## src/source/gw_cfg.svh

```systemverilog
`ifndef GW_CFG_SVH
`define GW_CFG_SVH

//////////////////////////////////////////////////
// Network shape

// Port 0 faces the IO side, ports 1 to 3 hold the memory endpoints
`define GW_NUM_PORTS 4
`define GW_X_WIDTH 2

//////////////////////////////////////////////////
// Packet payload and memory sizing

`define GW_ADDR_WIDTH 4
`define GW_DATA_WIDTH 16
`define GW_MEM_ELS 16

//////////////////////////////////////////////////
// Tag trace replay

`define GW_ROM_ADDR_WIDTH 4
// One start bit, a 2-bit client number and a 2-bit port payload
`define GW_TAG_FRAME_WIDTH 5

`endif

```

## src/source/gw_pkg.sv

```systemverilog
`include "gw_cfg.svh"

package gw_pkg;

  typedef logic [`GW_X_WIDTH-1:0] gw_x_t;
  typedef logic [$clog2(`GW_NUM_PORTS)-1:0] gw_port_t;
  typedef logic [`GW_ADDR_WIDTH-1:0] gw_addr_t;
  typedef logic [`GW_DATA_WIDTH-1:0] gw_data_t;

  typedef enum logic [1:0]
  {
    e_op_load = 2'd0,
    e_op_store = 2'd1,
    e_op_load_resp = 2'd2,
    e_op_store_ack = 2'd3
  } gw_op_e;

  // Requests and responses share this format on every crossbar link
  typedef struct packed
  {
    gw_op_e op;
    gw_x_t dest_x;
    gw_x_t src_x;
    gw_addr_t addr;
    gw_data_t data;
  } gw_link_pkt_t;

  typedef enum logic [1:0]
  {
    e_trace_nop = 2'd0,
    e_trace_send = 2'd1,
    e_trace_finish = 2'd2
  } gw_trace_op_e;

  // One word of the trace ROM
  typedef struct packed
  {
    gw_trace_op_e op;
    gw_x_t client;
    gw_port_t payload;
  } gw_trace_entry_t;

  // Entry x names the crossbar port that owns coordinate x
  typedef gw_port_t [(1 << `GW_X_WIDTH)-1:0] gw_route_table_t;

  typedef enum logic [1:0] {e_fetch, e_shift, e_done} gw_replay_state_e;

endpackage

```

## src/source/gw_tag_replay.sv

```systemverilog
`include "gw_cfg.svh"

module gw_tag_replay
  (
   input logic blackparrot_clk
  ,input logic rst_i

  ,output logic [`GW_ROM_ADDR_WIDTH-1:0] rom_addr_o
  ,input gw_pkg::gw_trace_entry_t rom_data_i

  ,output logic tag_v_o
  ,output logic tag_bit_o
  ,output logic tag_done_o
  );

  gw_pkg::gw_replay_state_e state_r;
  logic [`GW_ROM_ADDR_WIDTH-1:0] rom_addr_r;
  logic [`GW_TAG_FRAME_WIDTH-1:0] frame_r;
  logic [$clog2(`GW_TAG_FRAME_WIDTH)-1:0] bit_cnt_r;
  logic last_bit;
  logic load_frame;

  assign last_bit = (bit_cnt_r == ($clog2(`GW_TAG_FRAME_WIDTH))'(`GW_TAG_FRAME_WIDTH - 1));
  assign load_frame = (state_r == gw_pkg::e_fetch) && (rom_data_i.op == gw_pkg::e_trace_send);

  //////////////////////////////////////////////////
  // Trace walker

  // Unknown entry ops are skipped like a nop
  always_ff @(posedge blackparrot_clk)
    begin
      if (rst_i)
        begin
          state_r <= gw_pkg::e_fetch;
          rom_addr_r <= '0;
          bit_cnt_r <= '0;
        end
      else
        begin
          case (state_r)
            gw_pkg::e_fetch:
              begin
                if (rom_data_i.op == gw_pkg::e_trace_finish)
                  begin
                    state_r <= gw_pkg::e_done;
                  end
                else
                  begin
                    rom_addr_r <= rom_addr_r + 1'b1;
                    if (load_frame)
                      begin
                        state_r <= gw_pkg::e_shift;
                        bit_cnt_r <= '0;
                      end
                  end
              end
            gw_pkg::e_shift:
              begin
                bit_cnt_r <= bit_cnt_r + 1'b1;
                if (last_bit)
                  state_r <= gw_pkg::e_fetch;
              end
            default:
              begin
                state_r <= gw_pkg::e_done;
              end
          endcase
        end
    end

  // Frame goes out MSB first, so the start bit leads
  always_ff @(posedge blackparrot_clk)
    begin
      if (load_frame)
        frame_r <= {1'b1, rom_data_i.client, rom_data_i.payload};
      else if (state_r == gw_pkg::e_shift)
        frame_r <= frame_r << 1;
    end

  assign rom_addr_o = rom_addr_r;
  assign tag_v_o = (state_r == gw_pkg::e_shift);
  assign tag_bit_o = frame_r[`GW_TAG_FRAME_WIDTH-1];
  assign tag_done_o = (state_r == gw_pkg::e_done);

endmodule

```

## config.mk

```make
export PLATFORM = sky130hd
export DESIGN_NAME = gw_tag_replay
export DESIGN_NICKNAME = d
export VERILOG_FILES = /design/src/source/gw_pkg.sv /design/src/source/gw_tag_replay.sv
export VERILOG_INCLUDE_DIRS = /design/src /design/src/source
export SDC_FILE = /design/constraint.sdc
export NUM_CORES = 1
export LEC_CHECK = 0
export BUFFER_PORTS_ARGS = -buffer_cell sky130_fd_sc_hd__buf_2
export CAP_MARGIN = 20
export CELL_PAD_IN_SITES_DETAIL_PLACEMENT = 0
export CELL_PAD_IN_SITES_GLOBAL_PLACEMENT = 1
export CORE_MARGIN = 4
export CORE_UTILIZATION = 26
export DETAILED_ROUTE_END_ITERATION = 10
export PLACE_DENSITY = 0.56
export SYNTH_ARGS = -nofsm -noshare
export SYNTH_HDL_FRONTEND = slang
export SYNTH_SLANG_ARGS = --single-unit
```

## constraint.sdc

```tcl
create_clock -name blackparrot_clk -period 1.3 [get_ports blackparrot_clk]
set_input_delay 0.13 -clock blackparrot_clk [delete_from_list [all_inputs] [get_ports blackparrot_clk]]
set_output_delay 0.13 -clock blackparrot_clk [all_outputs]
set_load 0.005 [all_outputs]
```

==> results.yml <==
yosys:
  synthMuxAreaShare_pct: 8.182
  synth_compound_area_share_pct: 10.91
  ys_ff_latch: 14
  synth.area.top_cells: "dfxtp_1 (29%), edfxtp_1 (17%), mux2_1 (8.2%), ha_1 (5.5%), nor2b_1 (4.5%)"
  synthesis.nets: 75
  ys.flop_type: "dfxtp_1"
  synth_fa_ha_area_share_pct: 5.455
  synth-simple-area-share_pct: 24.36
  yosys.cell_count.top_type: "dfxtp_1"
  yosysTopAreaCellShare_pct: 29.09
  synth_top_family_by_area: "simple AND/OR/NAND/NOR gates"
  synth_xor_area_share_pct: 0
  ys_seq_area_share_pct: 46.55
  yosysWarnings: 0
  ys_types: 27
  netlist_area_um2: 688.2
  async_flop_share_pct: 0
  yosys-top-cells-count: "dfxtp_1 (10), a21oi_1 (6), mux2_1 (5), nor2_1 (5), nor2b_1 (5)"
  synth.avg_cell_area_um2: 10.75
  synth_cells: 64
  synth_edf_count: 4
  yosysTopAreaCell: "dfxtp_1"
timing:
  setup-tns-final_ns: -0.09150
  finalHoldViolations: 0
  max_freq_ghz: 0.7477
  rsz0062_at_grt: "yes"
  skew_ns: 0.0005792
  fin_crit_sh_pct: 102.9
  setup_viol: 3
  final.setup.worst_slack_ns: -0.03752
  min_period_ns: 1.338
  slew_headroom_pct: 79.71
  worst_pin_slew_ns: 0.3018
  whs_ns: 0.1314
  slew_viol_final: 0
power_and_ir_drop:
  vdd_drop_max_mv: 0.6499
  p_leak_nw: 0.4278
  powerDensity_nw_per_um2: 1060
clocking:
  clk_latency_ns: 0.28
  cts_buffer_depth: 2
  clk_pin_slew_ns: 0.09
  cts_max_level: 1
  clock-sinks: 14
  cts_tree: "yes"
  cts_buffers: 3
  cts_root_buf: "clkbuf_4"
floorplanning:
  row_count: 18
  fp.dieW_um: 59.45
  ios: 15
  die_area_um2: 3534
  start_util_pct: 27.53
  die_h_um: 59.45
  coreArea_um2: 2500
setup_path:
  crit_type: "reg -> reg"
  crit_slowest_cell: "dfxtp_2"
  crit_path_max_incr_delay_ns: 0.35
  crit_chain: "nor4b_4, buf_4, mux2_4"
  startpoint_type: "register"
  cp.required_ns: 1.34
  critPathArrivalTime_ns: 1.38
  end_kind: "register"
  crit_fanout: 3
global_routing:
  grt_antenna_before_repair: 0
  grt_pass1_vias: 574
  grt_use_total_pct: 9.964
  overflow: 0
  grt_max_degree: 13
  grt_pass1_wl_mm: 2.573
run:
  drv_cap: 0
routing:
  initialDrtViolationCount: 6
  route.detailed.drc: 0
  wl_mm: 1.509
  antenna_left: 0
  avgRoutedWirePerCell_um: 12.27
  first_pass_iters: 4
  vias: 584
  vias_per_cell: 4.748
placement:
  port_buffers: 14
  placed_area_um2: 847.1
  gp_congestion: 0.6931
  dp_hpwl_mm: 1.057
  pre_cts_ws_ns: -0.04123
layout:
  drive_gt1_share_pct: 49.46
  utilization_pct: 39.29
  fin_nets: 105
  design_area_um2: 982.2
  antenna_cells: 0
  area_growth_pct: 42.73
outcome:
  violations: "setup timing"
  outcome: "finished with violations"
worst_hold_path:
  hold_path_class: "in -> reg"
-- metrics by stage --
step | power [mW] | cells
after floorplan | 0.6146 | 64
after global placement | 0.6919 | 114
after detailed placement | 0.6940 | 114
after CTS | 1.045 | 121
after global routing | 1.107 | 123
final | 1.041 | 123
-- repair_timing --
action	CTS	global route
setup buffers	3	2
pin swaps	1	1
hold buffers	0	0
setup endpoints to repair	7	7
resized for setup	11	4
-- critical path: cells and delay by family, from the launching register on --
kind          cells  cell delay [ns]
buf+inv           1             0.17
flops             1             0.35
mux               1             0.29
simple gates      1             0.28
-- final cells by class --
class,count,area [µm²]
clock buffer,4,36.28
fill,267,1518
tap,30,37.54
sequential,14,325.3
inverter,3,11.26
timing repair buffer,28,182.7
multi-input combinational,44,389.1
-- routing by layer --
| metal | wire length [µm] | global-route usage [%] | up-vias |
|---|---|---|---|
| met4 | 13 | 2.913 | 0 |
| met2 | 679 | 15.91 | 16 |
| met5 | 0 | 0 | - |
| met1 | 704 | 11.51 | 274 |
| li1 | - | - | 292 |
| met3 | 113 | 5.229 | 2 |
-- cell families (layout without fill, tap and decap cells) --
kind of cell | count (synthesis) | count (layout)
adders and majority gates | 3 | 3
muxes | 5 | 5
buffers and inverters | 6 | 35
AOI/OAI and AO/OA | 12 | 12
and+or+nand+nor | 24 | 24
DFF | 14 | 14
-- worst paths after layout --
kind / slack, ns / to / startpoint / cells after the start
setup / recovery: -0.04 / frame_r[2] / state_r[0] / 3
hold / removal: 0.13 / frame_r[0] / rom_data_i[0] / 2
setup reg to reg: -0.04 / frame_r[2] / state_r[0] / 3
hold reg to reg: 0.46 / frame_r[4] / frame_r[3] / 1
-- cell usage in the layout (no fill, tap or decap), types with 2 or more instances in the layout --
master	instances
buf_2	14
buf_4	12
dfxtp_1	8
nor2_1	5
a21oi_1	4
edfxtp_1	4
inv_1	3
mux2_4	3
nor2b_1	3
o31ai_1	3
ha_1	3
clkbuf_4	3
nor2b_4	2
a21oi_2	2
nand3_1	2
mux2_1	2
nand3b_1	2
buf_6	2
-- state kept, by name (all words and copies together), names as in the netlist --
register    count
bit_cnt_r       3
frame_r         5
rom_addr_o      4
state_r         2
-- power by group --
part | switching [mW] | total [mW] | internal [mW]
sequential | 0.0222 | 0.509 | 0.487
clock | 0.145 | 0.315 | 0.170
combinational | 0.0910 | 0.217 | 0.126
total | 0.258 | 1.04 | 0.783
Power figures use the tool's default switching activity.
