`src/source/gw_cfg.svh`:
```
`ifndef GW_CFG_SVH
`define GW_CFG_SVH

//////////////////////////////////////////////////
// Network shape

// Port 0 faces the IO side, ports 1 to 3 hold the memory endpoints
`define GW_NUM_PORTS 4
`define GW_X_WIDTH 2

//////////////////////////////////////////////////
// Packet payload and memory sizing

`define GW_ADDR_WIDTH 4
`define GW_DATA_WIDTH 16
`define GW_MEM_ELS 16

//////////////////////////////////////////////////
// Tag trace replay

`define GW_ROM_ADDR_WIDTH 4
// One start bit, a 2-bit client number and a 2-bit port payload
`define GW_TAG_FRAME_WIDTH 5

`endif

```
`src/source/gw_pkg.sv`:
```
`include "gw_cfg.svh"

package gw_pkg;

  typedef logic [`GW_X_WIDTH-1:0] gw_x_t;
  typedef logic [$clog2(`GW_NUM_PORTS)-1:0] gw_port_t;
  typedef logic [`GW_ADDR_WIDTH-1:0] gw_addr_t;
  typedef logic [`GW_DATA_WIDTH-1:0] gw_data_t;

  typedef enum logic [1:0]
  {
    e_op_load = 2'd0,
    e_op_store = 2'd1,
    e_op_load_resp = 2'd2,
    e_op_store_ack = 2'd3
  } gw_op_e;

  // Requests and responses share this format on every crossbar link
  typedef struct packed
  {
    gw_op_e op;
    gw_x_t dest_x;
    gw_x_t src_x;
    gw_addr_t addr;
    gw_data_t data;
  } gw_link_pkt_t;

  typedef enum logic [1:0]
  {
    e_trace_nop = 2'd0,
    e_trace_send = 2'd1,
    e_trace_finish = 2'd2
  } gw_trace_op_e;

  // One word of the trace ROM
  typedef struct packed
  {
    gw_trace_op_e op;
    gw_x_t client;
    gw_port_t payload;
  } gw_trace_entry_t;

  // Entry x names the crossbar port that owns coordinate x
  typedef gw_port_t [(1 << `GW_X_WIDTH)-1:0] gw_route_table_t;

  typedef enum logic [1:0] {e_fetch, e_shift, e_done} gw_replay_state_e;

endpackage

```
`src/source/gw_link_crossbar.sv`:
```
`include "gw_cfg.svh"

module gw_link_crossbar
  (
   input logic blackparrot_clk
  ,input logic rst_i

  ,input gw_pkg::gw_route_table_t route_table_i

  ,input logic [`GW_NUM_PORTS-1:0] in_v_i
  ,input gw_pkg::gw_link_pkt_t [`GW_NUM_PORTS-1:0] in_pkt_i
  ,output logic [`GW_NUM_PORTS-1:0] in_ready_o

  ,output logic [`GW_NUM_PORTS-1:0] out_v_o
  ,output gw_pkg::gw_link_pkt_t [`GW_NUM_PORTS-1:0] out_pkt_o
  ,input logic [`GW_NUM_PORTS-1:0] out_ready_i
  );

  logic active_r;
  gw_pkg::gw_port_t [`GW_NUM_PORTS-1:0] target;
  logic [`GW_NUM_PORTS-1:0][`GW_NUM_PORTS-1:0] req;
  logic [`GW_NUM_PORTS-1:0][`GW_NUM_PORTS-1:0] gnt;
  gw_pkg::gw_port_t [`GW_NUM_PORTS-1:0] gnt_idx;
  logic [`GW_NUM_PORTS-1:0] gnt_any;
  logic [`GW_NUM_PORTS-1:0] out_free;
  logic [`GW_NUM_PORTS-1:0] xfer;
  logic [`GW_NUM_PORTS-1:0] out_v_r;
  gw_pkg::gw_link_pkt_t [`GW_NUM_PORTS-1:0] out_pkt_r;
  gw_pkg::gw_port_t [`GW_NUM_PORTS-1:0] rr_r;

  //////////////////////////////////////////////////
  // Route lookup, req is indexed [output][input]

  always_comb
    begin
      for (int i = 0; i < `GW_NUM_PORTS; i++)
        target[i] = route_table_i[in_pkt_i[i].dest_x];
      for (int o = 0; o < `GW_NUM_PORTS; o++)
        for (int i = 0; i < `GW_NUM_PORTS; i++)
          req[o][i] = in_v_i[i] && (target[i] == gw_pkg::gw_port_t'(o));
    end

  // Round-robin search starts at the input after the last winner
  always_comb
    begin : arb
      gw_pkg::gw_port_t idx;
      gnt = '0;
      gnt_idx = '0;
      gnt_any = '0;
      idx = '0;
      for (int o = 0; o < `GW_NUM_PORTS; o++)
        for (int k = 0; k < `GW_NUM_PORTS; k++)
          begin
            idx = gw_pkg::gw_port_t'(rr_r[o] + k);
            if (!gnt_any[o] && req[o][idx])
              begin
                gnt_any[o] = 1'b1;
                gnt_idx[o] = idx;
                gnt[o][idx] = 1'b1;
              end
          end
    end

  // Ports stay closed for the first cycle after reset
  always_comb
    begin
      for (int o = 0; o < `GW_NUM_PORTS; o++)
        begin
          out_free[o] = active_r && (!out_v_r[o] || out_ready_i[o]);
          xfer[o] = out_free[o] && gnt_any[o];
        end
      for (int i = 0; i < `GW_NUM_PORTS; i++)
        in_ready_o[i] = out_free[target[i]] && gnt[target[i]][i];
    end

  //////////////////////////////////////////////////
  // Output buffers

  always_ff @(posedge blackparrot_clk)
    begin
      if (rst_i)
        begin
          active_r <= 1'b0;
          out_v_r <= '0;
          rr_r <= '0;
        end
      else
        begin
          active_r <= 1'b1;
          for (int o = 0; o < `GW_NUM_PORTS; o++)
            begin
              if (xfer[o])
                begin
                  out_v_r[o] <= 1'b1;
                  rr_r[o] <= gnt_idx[o] + 1'b1;
                end
              else if (out_ready_i[o])
                out_v_r[o] <= 1'b0;
            end
        end
    end

  always_ff @(posedge blackparrot_clk)
    begin
      for (int o = 0; o < `GW_NUM_PORTS; o++)
        if (xfer[o])
          out_pkt_r[o] <= in_pkt_i[gnt_idx[o]];
    end

  assign out_v_o = out_v_r;
  assign out_pkt_o = out_pkt_r;

  for (genvar o = 0; o < `GW_NUM_PORTS; o++)
    begin : chk
      out_hold_a: assert property (@(posedge blackparrot_clk) disable iff (rst_i)
        out_v_o[o] && !out_ready_i[o] |=> out_v_o[o] && $stable(out_pkt_o[o]))
        else $error("Output %0d dropped or changed a packet before it was taken", o);

      one_grant_a: assert property (@(posedge blackparrot_clk) disable iff (rst_i)
        $onehot0(req[o] & in_ready_o))
        else $error("Output %0d accepted more than one input in a cycle", o);
    end

endmodule

```
`config.mk`:
```
export PLATFORM = sky130hd
export DESIGN_NAME = gw_link_crossbar
export DESIGN_NICKNAME = d
export VERILOG_FILES = /design/src/source/gw_pkg.sv /design/src/source/gw_link_crossbar.sv
export VERILOG_INCLUDE_DIRS = /design/src /design/src/source
export SDC_FILE = /design/constraint.sdc
export NUM_CORES = 1
export LEC_CHECK = 0
export BUFFER_PORTS_ARGS = -buffer_cell sky130_fd_sc_hd__buf_2
export CAP_MARGIN = 20
export CORE_ASPECT_RATIO = 0.75
export CORE_MARGIN = 4
export CORE_UTILIZATION = 46
export DETAILED_ROUTE_END_ITERATION = 7
export GPL_TIMING_DRIVEN = 1
export PLACE_DENSITY_LB_ADDON = 0.2
export REMOVE_ABC_BUFFERS = 1
export SETUP_SLACK_MARGIN = 0.3
export SLEW_MARGIN = 20
export SYNTH_ARGS = -nofsm -noshare
export SYNTH_HDL_FRONTEND = slang
export SYNTH_SLANG_ARGS = --single-unit
```
`constraint.sdc`:
```
create_clock -name blackparrot_clk -period 6 [get_ports blackparrot_clk]
set_input_delay 0 -clock blackparrot_clk [delete_from_list [all_inputs] [get_ports blackparrot_clk]]
set_output_delay 0 -clock blackparrot_clk [all_outputs]
set_load 0.02 [all_outputs]
```
==> results_dict.tcl <==
set metrics [dict create \
    clock-sinks 117 \
    p_per_area_nw_per_um2 309 \
    clock.fmax_mhz 195 \
    grt_pass1_vias 8079 \
    synth_cell_type_count 65 \
    synthMuxAreaShare_pct 40.4 \
    routed_wl_mm 31.6 \
    worstPathRequired_ns 6.16 \
    multi_input_area_um2 6270 \
    status "finished, final reports clean" \
    synth_ff_type "edfxtp_1" \
    wl_per_cell_um 22.1 \
    rr_startpoint "rr_r[1]" \
    cts_buffers 17 \
    drtIter0Drc 751 \
    grt_pass1_wl_mm 47.1 \
    p_leak_nw 5.22 \
    synth_edf_count 104 \
    seq_area_um2 3380 \
    synth_top_family_by_area "multiplexers" \
    cp.arrival_ns 5.30 \
    nets 1282 \
    syn_inst 880 \
    ant_nets 0 \
    drv_cap 0 \
    h-tree-depth 4 \
    avgSynthCellArea_um2 11.4 \
    finalCriticalPeriod_ns 5.14 \
    area_growth_syn_to_layout_pct 24.0 \
    finalClockSkew_ns 0.0175 \
    worstSetupEndpointType "register" \
    max_slew_margin_pct 25.7 \
    cp_cell_sequence "clkinv_1, ha_1, mux4_2, a21oi_1, o22ai_4, buf_4, mux2i_1, dlygate4sd3_1, mux2i_1, dlygate4sd3_1" \
    ys_seq_area_share_pct 33.8 \
    setup_tns_ns 0 \
    ios 234 \
    hold_viol_final 0 \
    cts_root_buffer "clkbuf_16" \
    portBuffers 233 \
    drv_slew 0 \
    drive_gt1_share_pct 28.8 \
    grt_use_total_pct 25.0 \
    rsz0062_at_grt "no" \
    grt_max_degree 55 \
    gp_congestion 0.898 \
    setup_violations 0 \
    synth_seq_cells 117 \
    cp_slowest_stage_delay_ns 0.68 \
    reg2reg_to "out_pkt_o[18]" \
    synth_warnings 0 \
    worst_r2r_path_depth 10 \
    hp-class "in -> reg" \
    dr_total_vias 8582 \
    vias_per_cell 6.00 \
    dp.final_hpwl_mm 21.5 \
    crit_family "buffers and inverters" \
    synthArstFlopShare_pct 0 \
    hold_end "out_pkt_o[77]" \
    synth.cell_area_um2 10000 \
    die_w_um 178 \
    fillers 1844 \
    coreArea_um2 21300 \
    first_pass_iters 5 \
    drc 0 \
    worst-slew-pin-transition_ns 1.11 \
    yosys.area_share.xor_xnor_pct 0.525 \
    die-area_um2 24200 \
    gr-total-overflow 0 \
    rrSetupSlack_ns 0.86 \
    postCtsSetupRepairBufs 0 \
    whs_path_depth 3 \
    clkTransAtPathRegs_ns 0.06 \
    min_period_over_period_pct 85.7 \
    cp-start-kind "register" \
    ir_worst_vdd_v 0.000190 \
    hold_buffers 50 \
    crit_slowest_cell "buf_4" \
    crit_buf_inv 4 \
    criticalPathCategory "reg -> reg" \
    dp_slack_ns 1.96 \
    synth_compound_area_share_pct 7.47 \
    die_h_um 136 \
    synth_fa_ha_area_share_pct 4.00 \
    cts_tree "built" \
    cts-resized-gates 0 \
    insertion_delay_ns 0.42 \
    antenna_found_initial 2 \
    start_util_pct 47.0 \
    num_rows 46 \
    fin_ws_ns 0.860 \
    yosys.area_share.simple_pct 8.79 \
    clock_path_buffers 2 \
    worstHoldStart "in_pkt_i[25]" \
    critPathMaxFanout 39 \
]
==> power breakdown <==
| part | internal (mW) | switching, mW | leakage, nW |
|---|---|---|---|
| logic | 0.699 | 0.985 | 3.88 |
| registers | 1.09 | 0.0721 | 1.07 |
| clock network | 0.573 | 0.415 | 0.267 |
==> flip-flops by register name (all words and copies together), names as in the netlist <==
register   cells
rr_r           8
out_pkt_o    104
active_r       1
out_v_o        4
==> synth_stat cells (all sizes together), types with 5 or more instances <==
library cell,count,area [um2]
clkbuf,18,67.6
mux2i,324,3240
nand2b,19,119
o21ai,22,110
edfxtp,104,3120
nand2,33,124
mux4,34,766
dfxtp,13,260
ha,32,400
a21oi,31,155
a31oi,9,56.3
nand3,21,105
nor2,35,131
and3,8,55.1
xnor2,5,43.8
nor2b,10,62.6
a211oi,6,45.0
a2111oi,7,67.6
nor3,5,25.0
and2,8,50.1
inv,20,75.1
buf,47,348
==> final cells by class <==
| class | instances | share of cell area (%) |
|---|---|---|
| Antenna cell | 2 | 0.0403 |
| Clock buffer | 18 | 3.46 |
| Clock inverter | 14 | 1.04 |
| Inverter | 24 | 0.725 |
| Multi-Input combinational cell | 674 | 50.5 |
| Sequential cell | 117 | 27.2 |
| Tap cell | 288 | 2.90 |
| Timing Repair Buffer | 294 | 14.1 |
==> routing by layer <==
| metal | global-route usage (%) | wire (um) | up-vias |
|---|---|---|---|
| met5 | 0 | 0 | - |
| met1 | 35.7 | 14300 | 4227 |
| met4 | 8.39 | 696 | 0 |
| li1 | - | - | 3905 |
| met3 | 4.55 | 2230 | 45 |
| met2 | 38.6 | 14300 | 405 |
==> through the flow <==
stage / util (%) / cell area, um2 / cells / hold slack, ns / power, mW
global placement: 53.3 / 11400 / 1347 / 0.338 / 2.77
detailed placement: 53.3 / 11400 / 1347 / 0.346 / 2.80
floorplan: - / 9600 / 815 / 0.0691 / 2.40
global route: 58.3 / 12400 / 1431 / 0.00699 / 4.01
CTS: 58.3 / 12400 / 1429 / 0.000125 / 3.84
finish: 58.3 / 12400 / 1431 / 0.0116 / 3.84
==> worst reg2reg max path, cell delays in order (launching register included) <==
cell and delay [ns]:
dfxtp_1 0.53, clkinv_1 0.38, ha_1 0.50, mux4_2 0.55
a21oi_1 0.16, o22ai_4 0.58, buf_4 0.69, mux2i_1 0.30
dlygate4sd3_1 0.56, mux2i_1 0.07, dlygate4sd3_1 0.59
==> kinds of logic after synthesis <==
family                   count (synthesis)
adder cells (fa/ha/maj)                 32
flip-flops                             117
AO/OA/AOI/OAI                          111
XOR/XNOR                                 6
multiplexers                           361
buffers and inverters                   89
AND/OR/NAND/NOR                        164
==> how the worst max path moves through the flow <==
stage / startpoint / to / slack [ns] / depth (start not counted)
2_1_floorplan: rr_r[2] / out_pkt_o[26] / -1.23 / 8
6_report: rr_r[1] / out_pkt_o[18] / 0.86 / 10
4_1_cts: rr_r[1] / out_pkt_o[5] / 0.98 / 10
3_5_place_dp: rr_r[2] / out_pkt_o[40] / 1.96 / 9
5_1_grt: rr_r[1] / out_pkt_o[18] / 0.60 / 10
3_3_place_gp: rr_r[2] / out_pkt_o[43] / 2.03 / 9
==> cells in the final DEF (no fill, tap or decap), types with 3 or more instances in the layout <==
cell type	netlist	layout
and2_1	8	8
a31oi_1	9	9
clkinv_4	0	4
clkbuf_16	0	17
nor4b_1	3	3
inv_1	18	18
a21oi_1	31	28
dlygate4sd3_1	0	50
buf_2	17	233
nor2b_1	10	10
clkinvlp_4	0	3
clkinv_2	0	3
a211oi_1	6	6
inv_6	0	3
a21oi_4	0	3
mux2_2	3	3
clkinv_1	4	4
nand2_1	33	33
nand4_1	4	4
ha_1	32	32
a221oi_1	4	4
nand2b_1	19	19
mux2i_1	324	324
and3_1	7	7
xnor2_1	5	5
mux4_2	34	34
or3_1	4	4
a2111oi_0	6	6
nand3_1	21	20
dfxtp_1	13	13
o21ai_0	19	19
nor3_1	5	5
buf_4	12	11
nor2_1	35	35
a221o_1	4	4
edfxtp_1	104	104
o2111ai_1	3	3
(Power assumes the default switching activity.)
