`config.mk`:
```
export PLATFORM = sky130hd
export DESIGN_NAME = gw_tag_master
export DESIGN_NICKNAME = d
export VERILOG_FILES = /design/src/source/gw_pkg.sv /design/src/source/gw_tag_master.sv
export VERILOG_INCLUDE_DIRS = /design/src /design/src/source
export SDC_FILE = /design/constraint.sdc
export NUM_CORES = 1
export LEC_CHECK = 0
export BUFFER_PORTS_ARGS = -buffer_cell sky130_fd_sc_hd__buf_2
export CAP_MARGIN = 10
export CORE_AREA = 2 2 39 41
export CTS_CLUSTER_SIZE = 24
export DETAILED_ROUTE_END_ITERATION = 7
export DIE_AREA = 0 0 41 43
export MAX_ROUTING_LAYER = met4
export PLACE_DENSITY_LB_ADDON = 0.3
export SLEW_MARGIN = 10
export SYNTH_ARGS = -nofsm -noshare
export SYNTH_HDL_FRONTEND = slang
export SYNTH_SLANG_ARGS = --single-unit
```
`constraint.sdc`:
```
create_clock -name blackparrot_clk -period 1.51 [get_ports blackparrot_clk]
set_input_delay 0 -clock blackparrot_clk [delete_from_list [all_inputs] [get_ports blackparrot_clk]]
set_output_delay 0 -clock blackparrot_clk [all_outputs]
set_load 0.1 [all_outputs]
```
`src/source/gw_cfg.svh`:
```
`ifndef GW_CFG_SVH
`define GW_CFG_SVH

//////////////////////////////////////////////////
// Network shape

// Port 0 faces the IO side, ports 1 to 3 hold the memory endpoints
`define GW_NUM_PORTS 4
`define GW_X_WIDTH 2

//////////////////////////////////////////////////
// Packet payload and memory sizing

`define GW_ADDR_WIDTH 4
`define GW_DATA_WIDTH 16
`define GW_MEM_ELS 16

//////////////////////////////////////////////////
// Tag trace replay

`define GW_ROM_ADDR_WIDTH 4
// One start bit, a 2-bit client number and a 2-bit port payload
`define GW_TAG_FRAME_WIDTH 5

`endif

```
`src/source/gw_pkg.sv`:
```
`include "gw_cfg.svh"

package gw_pkg;

  typedef logic [`GW_X_WIDTH-1:0] gw_x_t;
  typedef logic [$clog2(`GW_NUM_PORTS)-1:0] gw_port_t;
  typedef logic [`GW_ADDR_WIDTH-1:0] gw_addr_t;
  typedef logic [`GW_DATA_WIDTH-1:0] gw_data_t;

  typedef enum logic [1:0]
  {
    e_op_load = 2'd0,
    e_op_store = 2'd1,
    e_op_load_resp = 2'd2,
    e_op_store_ack = 2'd3
  } gw_op_e;

  // Requests and responses share this format on every crossbar link
  typedef struct packed
  {
    gw_op_e op;
    gw_x_t dest_x;
    gw_x_t src_x;
    gw_addr_t addr;
    gw_data_t data;
  } gw_link_pkt_t;

  typedef enum logic [1:0]
  {
    e_trace_nop = 2'd0,
    e_trace_send = 2'd1,
    e_trace_finish = 2'd2
  } gw_trace_op_e;

  // One word of the trace ROM
  typedef struct packed
  {
    gw_trace_op_e op;
    gw_x_t client;
    gw_port_t payload;
  } gw_trace_entry_t;

  // Entry x names the crossbar port that owns coordinate x
  typedef gw_port_t [(1 << `GW_X_WIDTH)-1:0] gw_route_table_t;

  typedef enum logic [1:0] {e_fetch, e_shift, e_done} gw_replay_state_e;

endpackage

```
`src/source/gw_tag_master.sv`:
```
`include "gw_cfg.svh"

module gw_tag_master
  (
   input logic blackparrot_clk
  ,input logic rst_i

  ,input logic tag_v_i
  ,input logic tag_bit_i

  ,output gw_pkg::gw_route_table_t route_table_o
  );

  logic collecting_r;
  logic [$clog2(`GW_TAG_FRAME_WIDTH-1)-1:0] bit_cnt_r;
  logic [`GW_TAG_FRAME_WIDTH-3:0] shift_r;
  gw_pkg::gw_route_table_t route_r;
  gw_pkg::gw_x_t frame_client;
  gw_pkg::gw_port_t frame_port;
  logic frame_end;

  // The final bit is used straight off the wire so the table updates on that edge
  assign {frame_client, frame_port} = {shift_r, tag_bit_i};
  assign frame_end = collecting_r && tag_v_i && (&bit_cnt_r);

  //////////////////////////////////////////////////
  // Frame collection and table write

  always_ff @(posedge blackparrot_clk)
    begin
      if (rst_i)
        begin
          collecting_r <= 1'b0;
          bit_cnt_r <= '0;
          route_r <= '0;
        end
      else if (!collecting_r)
        begin
          // Idle until a start bit shows up
          if (tag_v_i && tag_bit_i)
            begin
              collecting_r <= 1'b1;
              bit_cnt_r <= '0;
            end
        end
      else if (tag_v_i)
        begin
          bit_cnt_r <= bit_cnt_r + 1'b1;
          if (frame_end)
            begin
              collecting_r <= 1'b0;
              route_r[frame_client] <= frame_port;
            end
        end
    end

  always_ff @(posedge blackparrot_clk)
    begin
      if (collecting_r && tag_v_i)
        shift_r <= {shift_r[`GW_TAG_FRAME_WIDTH-4:0], tag_bit_i};
    end

  assign route_table_o = route_r;

  // Frames arrive as unbroken bursts, a new burst only after the last one finished
  frame_overlap_a: assert property (@(posedge blackparrot_clk) disable iff (rst_i)
    $rose(tag_v_i) |-> !collecting_r)
    else $error("Tag frame started while another frame was being collected");

endmodule

```
==> results of run 1 <==
==> where the power goes <==
part           switching [W]  internal [W]  leakage (nW)
Sequential        0.00000516      0.000387         0.116
Clock               0.000111      0.000102        0.0150
Combinational      0.0000174     0.0000154         0.183
==> placed cells by master (no fill, tap or decap) <==
master	netlist	routed
a21oi_1	1	1
a22oi_1	1	1
and2_1	1	1
buf_2	0	11
buf_4	0	1
clkbuf_1	1	1
clkbuf_4	0	3
dfxtp_1	11	11
dlygate4sd3_1	0	1
edfxtp_1	3	3
ha_1	1	1
mux2i_1	9	9
nand2_1	2	2
nand2b_1	11	11
nand3_1	1	1
nand3b_1	1	1
nand4_2	1	1
nand4b_2	1	1
nor2_1	3	3
nor3b_4	1	1
o21ai_0	1	1
==> cells by family (layout without fill, tap and decap cells) <==
kind of cell,after synthesis,count (layout),share of synthesized area [%]
compound gates,3,3,2.93
fa+ha+maj,1,1,2.09
buf+inv,2,17,2.51
flops,14,14,51.9
mux,9,9,15.1
simple gates,22,22,25.5
==> state kept, by name, summed over array words and instances (netlist names) <==
| register | count |
|---|---|
| shift_r | 3 |
| route_table_o | 8 |
| bit_cnt_r | 2 |
| collecting_r | 1 |
==> worst max-delay path: cells and delay by family, from the launching register on <==
family / cells / cell delay, ns
muxes: 1 / 0.20
DFF: 1 / 0.37
and+or+nand+nor: 2 / 0.64
==> through the flow <==
stage / instance area [sq um] / setup slack [ns] / util [%] / std cells
final: 702 / 0.225 / 50.7 / 82
after global routing: 702 / 0.0826 / 50.7 / 82
after CTS: 702 / 0.210 / 50.7 / 82
after detailed placement: 666 / 0.247 / 48.1 / 77
after global placement: 666 / 0.288 / 48.1 / 77
after floorplan: 598 / 0.278 / - / 51
==> timing repair <==
item | CTS | global route
hold buffers | 1 | 0
endpoints found under the setup margin | 0 | 0
endpoints found under the hold margin | 1 | 0
setup buffers | 0 | 0
==> layout make-up <==
class / instances / share of cell area (%)
flip-flops and latches: 14 / 44.2
multi-input cells: 35 / 38.9
repair buffers: 13 / 10.3
clock buffers: 4 / 3.74
well taps: 16 / 2.85
==> routing by layer <==
layer	vias up	track usage [%]	part of all wire (%)	wire length (um)
met3	0	7.85	3.2	32
met1	191	21.9	49	492
met4	0	8.00	0	0
li1	208	-	-	-
met5	-	-	0	0
met2	7	22.2	48	486
==> final timing paths <==
path | to | slack, ns | cells after the start
worst max register to register | route_table_o[0]$_SDFFE_PP0P_ | 0.22 | 3
worst max-delay path | route_table_o[0]$_SDFFE_PP0P_ | 0.22 | 3
worst min register to register | shift_r[1]$_DFFE_PP_ | 0.46 | 0
worst min-delay path | collecting_r$_SDFF_PP0_ | 0.03 | 3
==> Implementation_results.wiki, run 1 <==
{| class="wikitable"
! Metric !! Value
|-
| Final Total Pwr || 0.000638 W
|-
| Number of flip-flops and latches in the synthesized netlist || 14
|-
| Pwr dens || 909 mW/mm^2
|-
| CP Launch Type || flip-flop
|-
| Required time at the endpoint of the critical path || 1.72 ns
|-
| Type of the worst setup path || flip-flop to flip-flop
|-
| Worst hold slack after final layout || 0.0294 ns
|-
| Slew of the pin with the lowest slew margin || 0.486 ns
|-
| Global-route usage over all layers || 17.0%
|-
| Setup repair after global routing missed its margin || false
|-
| Clock-pin slew on the worst setup and hold paths || 0.08 ns
|-
| CTS tree || built
|-
| Detailed Route Iter0 Violations || 2
|-
| Critical-path maximum fanout || 8
|-
| Maximum buffer depth of the clock tree || 2
|-
| Initial antenna violation count || 0
|-
| DRC errors left || 0
|-
| Number of global-route vias before repair || 407
|-
| Residual overflow from global routing || 0
|-
| Global-route wire length before repair || 1.90 mm
|-
| Sinks on the clock net || 14
|-
| Vias post-DR || 406
|-
| Antenna diodes || 0
|-
| Starting density of the core || 43.2%
|-
| Slowest library cell on the worst path || dfxtp_1
|-
| Pin count of the biggest net entering global routing || 14
|-
| Static leakage || 0.314 nW
|-
| Most used flip-flop cell after synthesis || dfxtp_1
|-
| Run status || finished clean
|-
| Net count reported at finish || 72
|-
| Classification of the worst-slack hold path || input port to flip-flop
|-
| Final hold violation count || 0
|-
| Number of primary I/O pins || 12
|-
| Number of maximum-capacitance constraint violations || 0
|-
| P&R area growth vs syn || 17.4%
|-
| Clock root cell || clkbuf_4
|-
| Ratio of final minimum period to clock period || 85.1%
|-
| Mapped Nets || 56
|-
| Distinct cell type count after synthesis || 18
|-
| Maximum VDD drop || 0.000591 V
|-
| Cell types with the highest counts after synthesis || dfxtp_1, nand2b_1, mux2i_1, edfxtp_1, nor2_1
|-
| Critical R2R Launch || collecting_r$_SDFF_PP0_
|-
| H-Tree Level Count || 1
|-
| Kind of end point of the critical path || flip-flop
|-
| Achievable Freq || 778 MHz
|-
| Biggest area contributors in the synthesized netlist || dfxtp_1, mux2i_1, edfxtp_1, nand2b_1, nor3b_4
|-
| Clock latency on the worst-skew pair || 0.27 ns
|-
| Setup-failing EPs final || 0
|-
| Average wire per cell in the routed design || 12.3 um
|-
| Worst-path cell chain || and2_1 -> nor3b_4 -> mux2i_1
|-
| Avg Inst Size Synth || 11.7 sq um
|-
| FF/Latch Area || 310 sq um
|-
| Critical Path AT || 1.49 ns
|-
| Number of CTS-inserted buffers || 3
|-
| # rows || 14
|-
| Detailed placement HPWL || 705 um
|-
| Max stage delay on crit path || 0.37 ns
|-
| First-pass iteration count of the detailed router || 4
|-
| Total Wirelength || 1.01 mm
|-
| Number of vias per cell || 4.95
|-
| Synthesized cell area || 598 sq um
|-
| Number of fillers in the final layout || 123
|-
| CTS resizes || 0
|-
| Time the worst path needs with I/O delays and setup || 1.29 ns
|-
| Area of the core || 0.00138 sq mm
|-
| Yosys top cell area share || 36.8%
|-
| Die height || 43 um
|-
| Antenna viol nets, final || 0
|-
| Count of mapped cells out of synthesis || 51
|-
| Headroom to the max-slew limit || 67.8%
|-
| Yosys top cell by area || dfxtp_1
|-
| Synthesis warning total || 0
|-
| Share of the yosys chip area belonging to registers || 51.9%
|-
| Total area of multi-input combinational cells || 273 sq um
|-
| Quantity of I/O buffers inserted on ports || 11
|-
| Fraction of registers with async set or reset after synthesis || 0%
|-
| Worst clock skew || 0.00553 ns
|-
| Global placement routability congestion || 0.729
|-
| Start point of the critical path || collecting_r$_SDFF_PP0_
|-
| Max Slew Vio Count || 0
|-
| Layout cell share with drive strength beyond 1 || 27.3%
|-
| Source of the worst hold timing path || tag_v_i
|-
| Die Span X || 41 um
|-
| Setup total negative slack || 0 ns
|-
| Number of enable flip-flop cells after synthesis || 3
|-
| Full die area || 0.00176 sq mm
|}
No activity file was read; power rests on OpenSTA's default activity.
==> run 2: changes to the inputs <==
Settings changed: CORE_AREA 2 2 39 41 to unset, CORE_UTILIZATION set to 40, DIE_AREA 0 0 41 43 to unset.
==> run 2 against run 1 <==
  * Sequential share of layout area grew 0.079 points
  * Flip-flop and latch count is the same
  * Clock power grew 8%
  * Via count grew 3.0%
  * Global-route usage shrank 0.92 points
  * Total power grew 3.0%
  * Maximum frequency shrank 1.9%
  * Critical path type unchanged
  * Highest routed layer unchanged
==> Implementation_results.wiki, run 2 (same netlist as run 1, synthesis figures left out) <==
{| class="wikitable"
! Metric !! Value
|-
| Ratio of final minimum period to clock period || 86.8% (+1.7 points)
|-
| Quantity of I/O buffers inserted on ports || 11 (unchanged)
|-
| Kind of end point of the critical path || flip-flop
|-
| Type of the worst setup path || flip-flop to flip-flop
|-
| Pwr dens || 938 mW/mm^2 (+3.2%)
|-
| Buf+Inv Stages, Crit Path || 0 (unchanged)
|-
| Start point of the critical path || bit_cnt_r[0]$_SDFFE_PP0P_
|-
| Area of placed instances || 664 sq um (-0.19%)
|-
| Critical R2R Launch || bit_cnt_r[0]$_SDFFE_PP0P_
|-
| Placed Instances || 76 (-1.3%)
|-
| Residual overflow from global routing || 0 (unchanged)
|-
| Source of the worst hold timing path || tag_v_i
|-
| Worst hold slack after final layout || 0.0169 ns (-0.0125 ns)
|-
| Global placement routability congestion || 0.734 (+0.80%)
|-
| Die Span X || 40.7 um (-0.82%)
|-
| Number of vias per cell || 5.16 (+4.2%)
|-
| # rows || 13 (-1)
|-
| Maximum VDD drop || 0.000459 V (-22%)
|-
| Setup repair after global routing missed its margin || false
|-
| Maximum buffer depth of the clock tree || 2 (unchanged)
|-
| Layout cell share with drive strength beyond 1 || 27.3% (unchanged)
|-
| Classification of the worst-slack hold path || input port to flip-flop
|-
| Number of maximum-capacitance constraint violations || 0 (unchanged)
|-
| Setup-failing EPs final || 0 (unchanged)
|-
| Clock root cell || clkbuf_4
|-
| Setup total negative slack || 0 ns (unchanged)
|-
| Critical Path AT || 1.52 ns (+0.03 ns)
|-
| Number of CTS-inserted buffers || 3 (unchanged)
|-
| Global-route usage over all layers || 16.1% (-0.92 points)
|-
| Number of primary I/O pins || 12 (unchanged)
|-
| Total Wirelength || 1.09 mm (+7.8%)
|-
| Required time at the endpoint of the critical path || 1.72 ns (about the same)
|-
| Run status || finished clean
|-
| Detailed Route Iter0 Violations || 4 (+2)
|-
| Slowest library cell on the worst path || dfxtp_1
|-
| Detailed placement HPWL || 730 um (+3.5%)
|-
| Logic depth of the worst path, buffers included || 4 (+1)
|-
| Achievable Freq || 763 MHz (-1.9%)
|-
| CP Launch Type || flip-flop
|-
| Worst clock skew || 0.00986 ns (+0.00433 ns)
|-
| H-Tree Level Count || 1 (unchanged)
|-
| Worst slack, placed || 0.237 ns (-0.00951 ns)
|-
| First-pass iteration count of the detailed router || 2 (-2)
|-
| Max stage delay on crit path || 0.37 ns (about the same)
|-
| Final WS setup || 0.199 ns (-0.0255 ns)
|-
| Headroom to the max-slew limit || 68.0% (+0.16 points)
|-
| Clock latency on the worst-skew pair || 0.28 ns (about the same)
|-
| Final standard cell count with taps included and fillers excluded || 81 (-1.2%)
|-
| Static leakage || 0.314 nW (about the same)
|-
| P&R area growth vs syn || 17.2%
|-
| Global-route wire length before repair || 1.64 mm (-13%)
|-
| Pin count of the biggest net entering global routing || 14 (unchanged)
|-
| Sinks on the clock net || 14 (unchanged)
|-
| Instance count along the most critical hold path || 3 (unchanged)
|-
| DRC errors left || 0 (unchanged)
|-
| Antenna diodes || 0 (unchanged)
|-
| Worst Reg-to-Reg Cells || 4 (+1)
|-
| Slew of the pin with the lowest slew margin || 0.484 ns (-0.00237 ns)
|-
| Antenna viol nets, final || 0 (unchanged)
|-
| Post-CTS Setup Inserts || 0 (unchanged)
|-
| Net count reported at finish || 72 (unchanged)
|-
| Die height || 40.7 um (-5.4%)
|-
| Vias post-DR || 418 (+3.0%)
|-
| Time the worst path needs with I/O delays and setup || 1.31 ns (+0.0255 ns)
|-
| CTS resizes || 0 (unchanged)
|-
| Number of fillers in the final layout || 135 (+9.8%)
|-
| Largest register FFs || 8 (unchanged)
|-
| Largest delay share family, worst path || simple AND/OR/NAND/NOR gates
|-
| Starting density of the core || 44.3% (+1.1 points)
|-
| Worst-path cell chain || ha_1 -> nand2b_1 -> nor3b_4 -> mux2i_1
|-
| Clock-pin slew on the worst setup and hold paths || 0.09 ns (about the same)
|-
| Full die area || 0.00165 sq mm (-6.2%)
|-
| CTS tree || built
|-
| Area of the core || 0.00135 sq mm (-2.4%)
|-
| Post-route cell area || 701 sq um (-0.18%)
|-
| Critical-path maximum fanout || 4 (-4)
|-
| Initial antenna violation count || 0 (unchanged)
|-
| Max Slew Vio Count || 0 (unchanged)
|-
| Final hold violation count || 0 (unchanged)
|-
| Number of global-route vias before repair || 358 (-12%)
|-
| Commonest cells after routing, fill and taps aside || nand2b_1, dfxtp_1, buf_2
|-
| Average wire per cell in the routed design || 13.5 um (+9.1%)
|}
## run 2: cell counts in the layout (fill, tap and decap cells not counted)
No cell type changed its count.
## run 2: per-stage QoR
step	power [W]	util, %
floorplan	0.000423	-
global placement	0.000433	49.2
detailed placement	0.000434	49.2
CTS	0.000660	51.9
global route	0.000685	51.9
finish	0.000657	51.9
## run 2: final timing paths
check | end | slack (ns)
worst max-delay path | route_table_o[1]$_SDFFE_PP0P_ | 0.20
worst min-delay path | collecting_r$_SDFF_PP0_ | 0.02
worst max register to register | route_table_o[1]$_SDFFE_PP0P_ | 0.20
worst min register to register | shift_r[1]$_DFFE_PP_ | 0.46
## run 2: final cells by class
class,instances,area (sq um),area share [%]
Multi-Input combinational cell,35,273,38.9
Tap cell,15,18.8,2.68
Timing Repair Buffer,13,72.6,10.4
Sequential cell,14,310,44.3
Clock buffer,4,26.3,3.75
## run 2: metal layers
layer | wire (um) | global-route usage (%) | vias to the layer above
met5 | 0 | - | -
met4 | 0 | 5.00 | 0
met3 | 42 | 3.26 | 0
met2 | 507 | 26.2 | 10
met1 | 540 | 20.0 | 204
li1 | - | - | 204
## run 2: tightest hold or removal path, cell delays in order
cell and delay (ns):
buf_2 0.12, nand3b_1 0.07, a21oi_1 0.06
## run 2: repair_timing
item / in CTS / in global routing
hold buffers: 1 / 0
setup endpoints to repair: 0 / 0
endpoints found under the hold margin: 1 / 0
## run 2: report_power, final
group	internal, W	switching [W]	total, W
clock network	0.000102	0.000127	0.000229
registers	0.000387	0.00000552	0.000393
logic	0.0000168	0.0000183	0.0000351
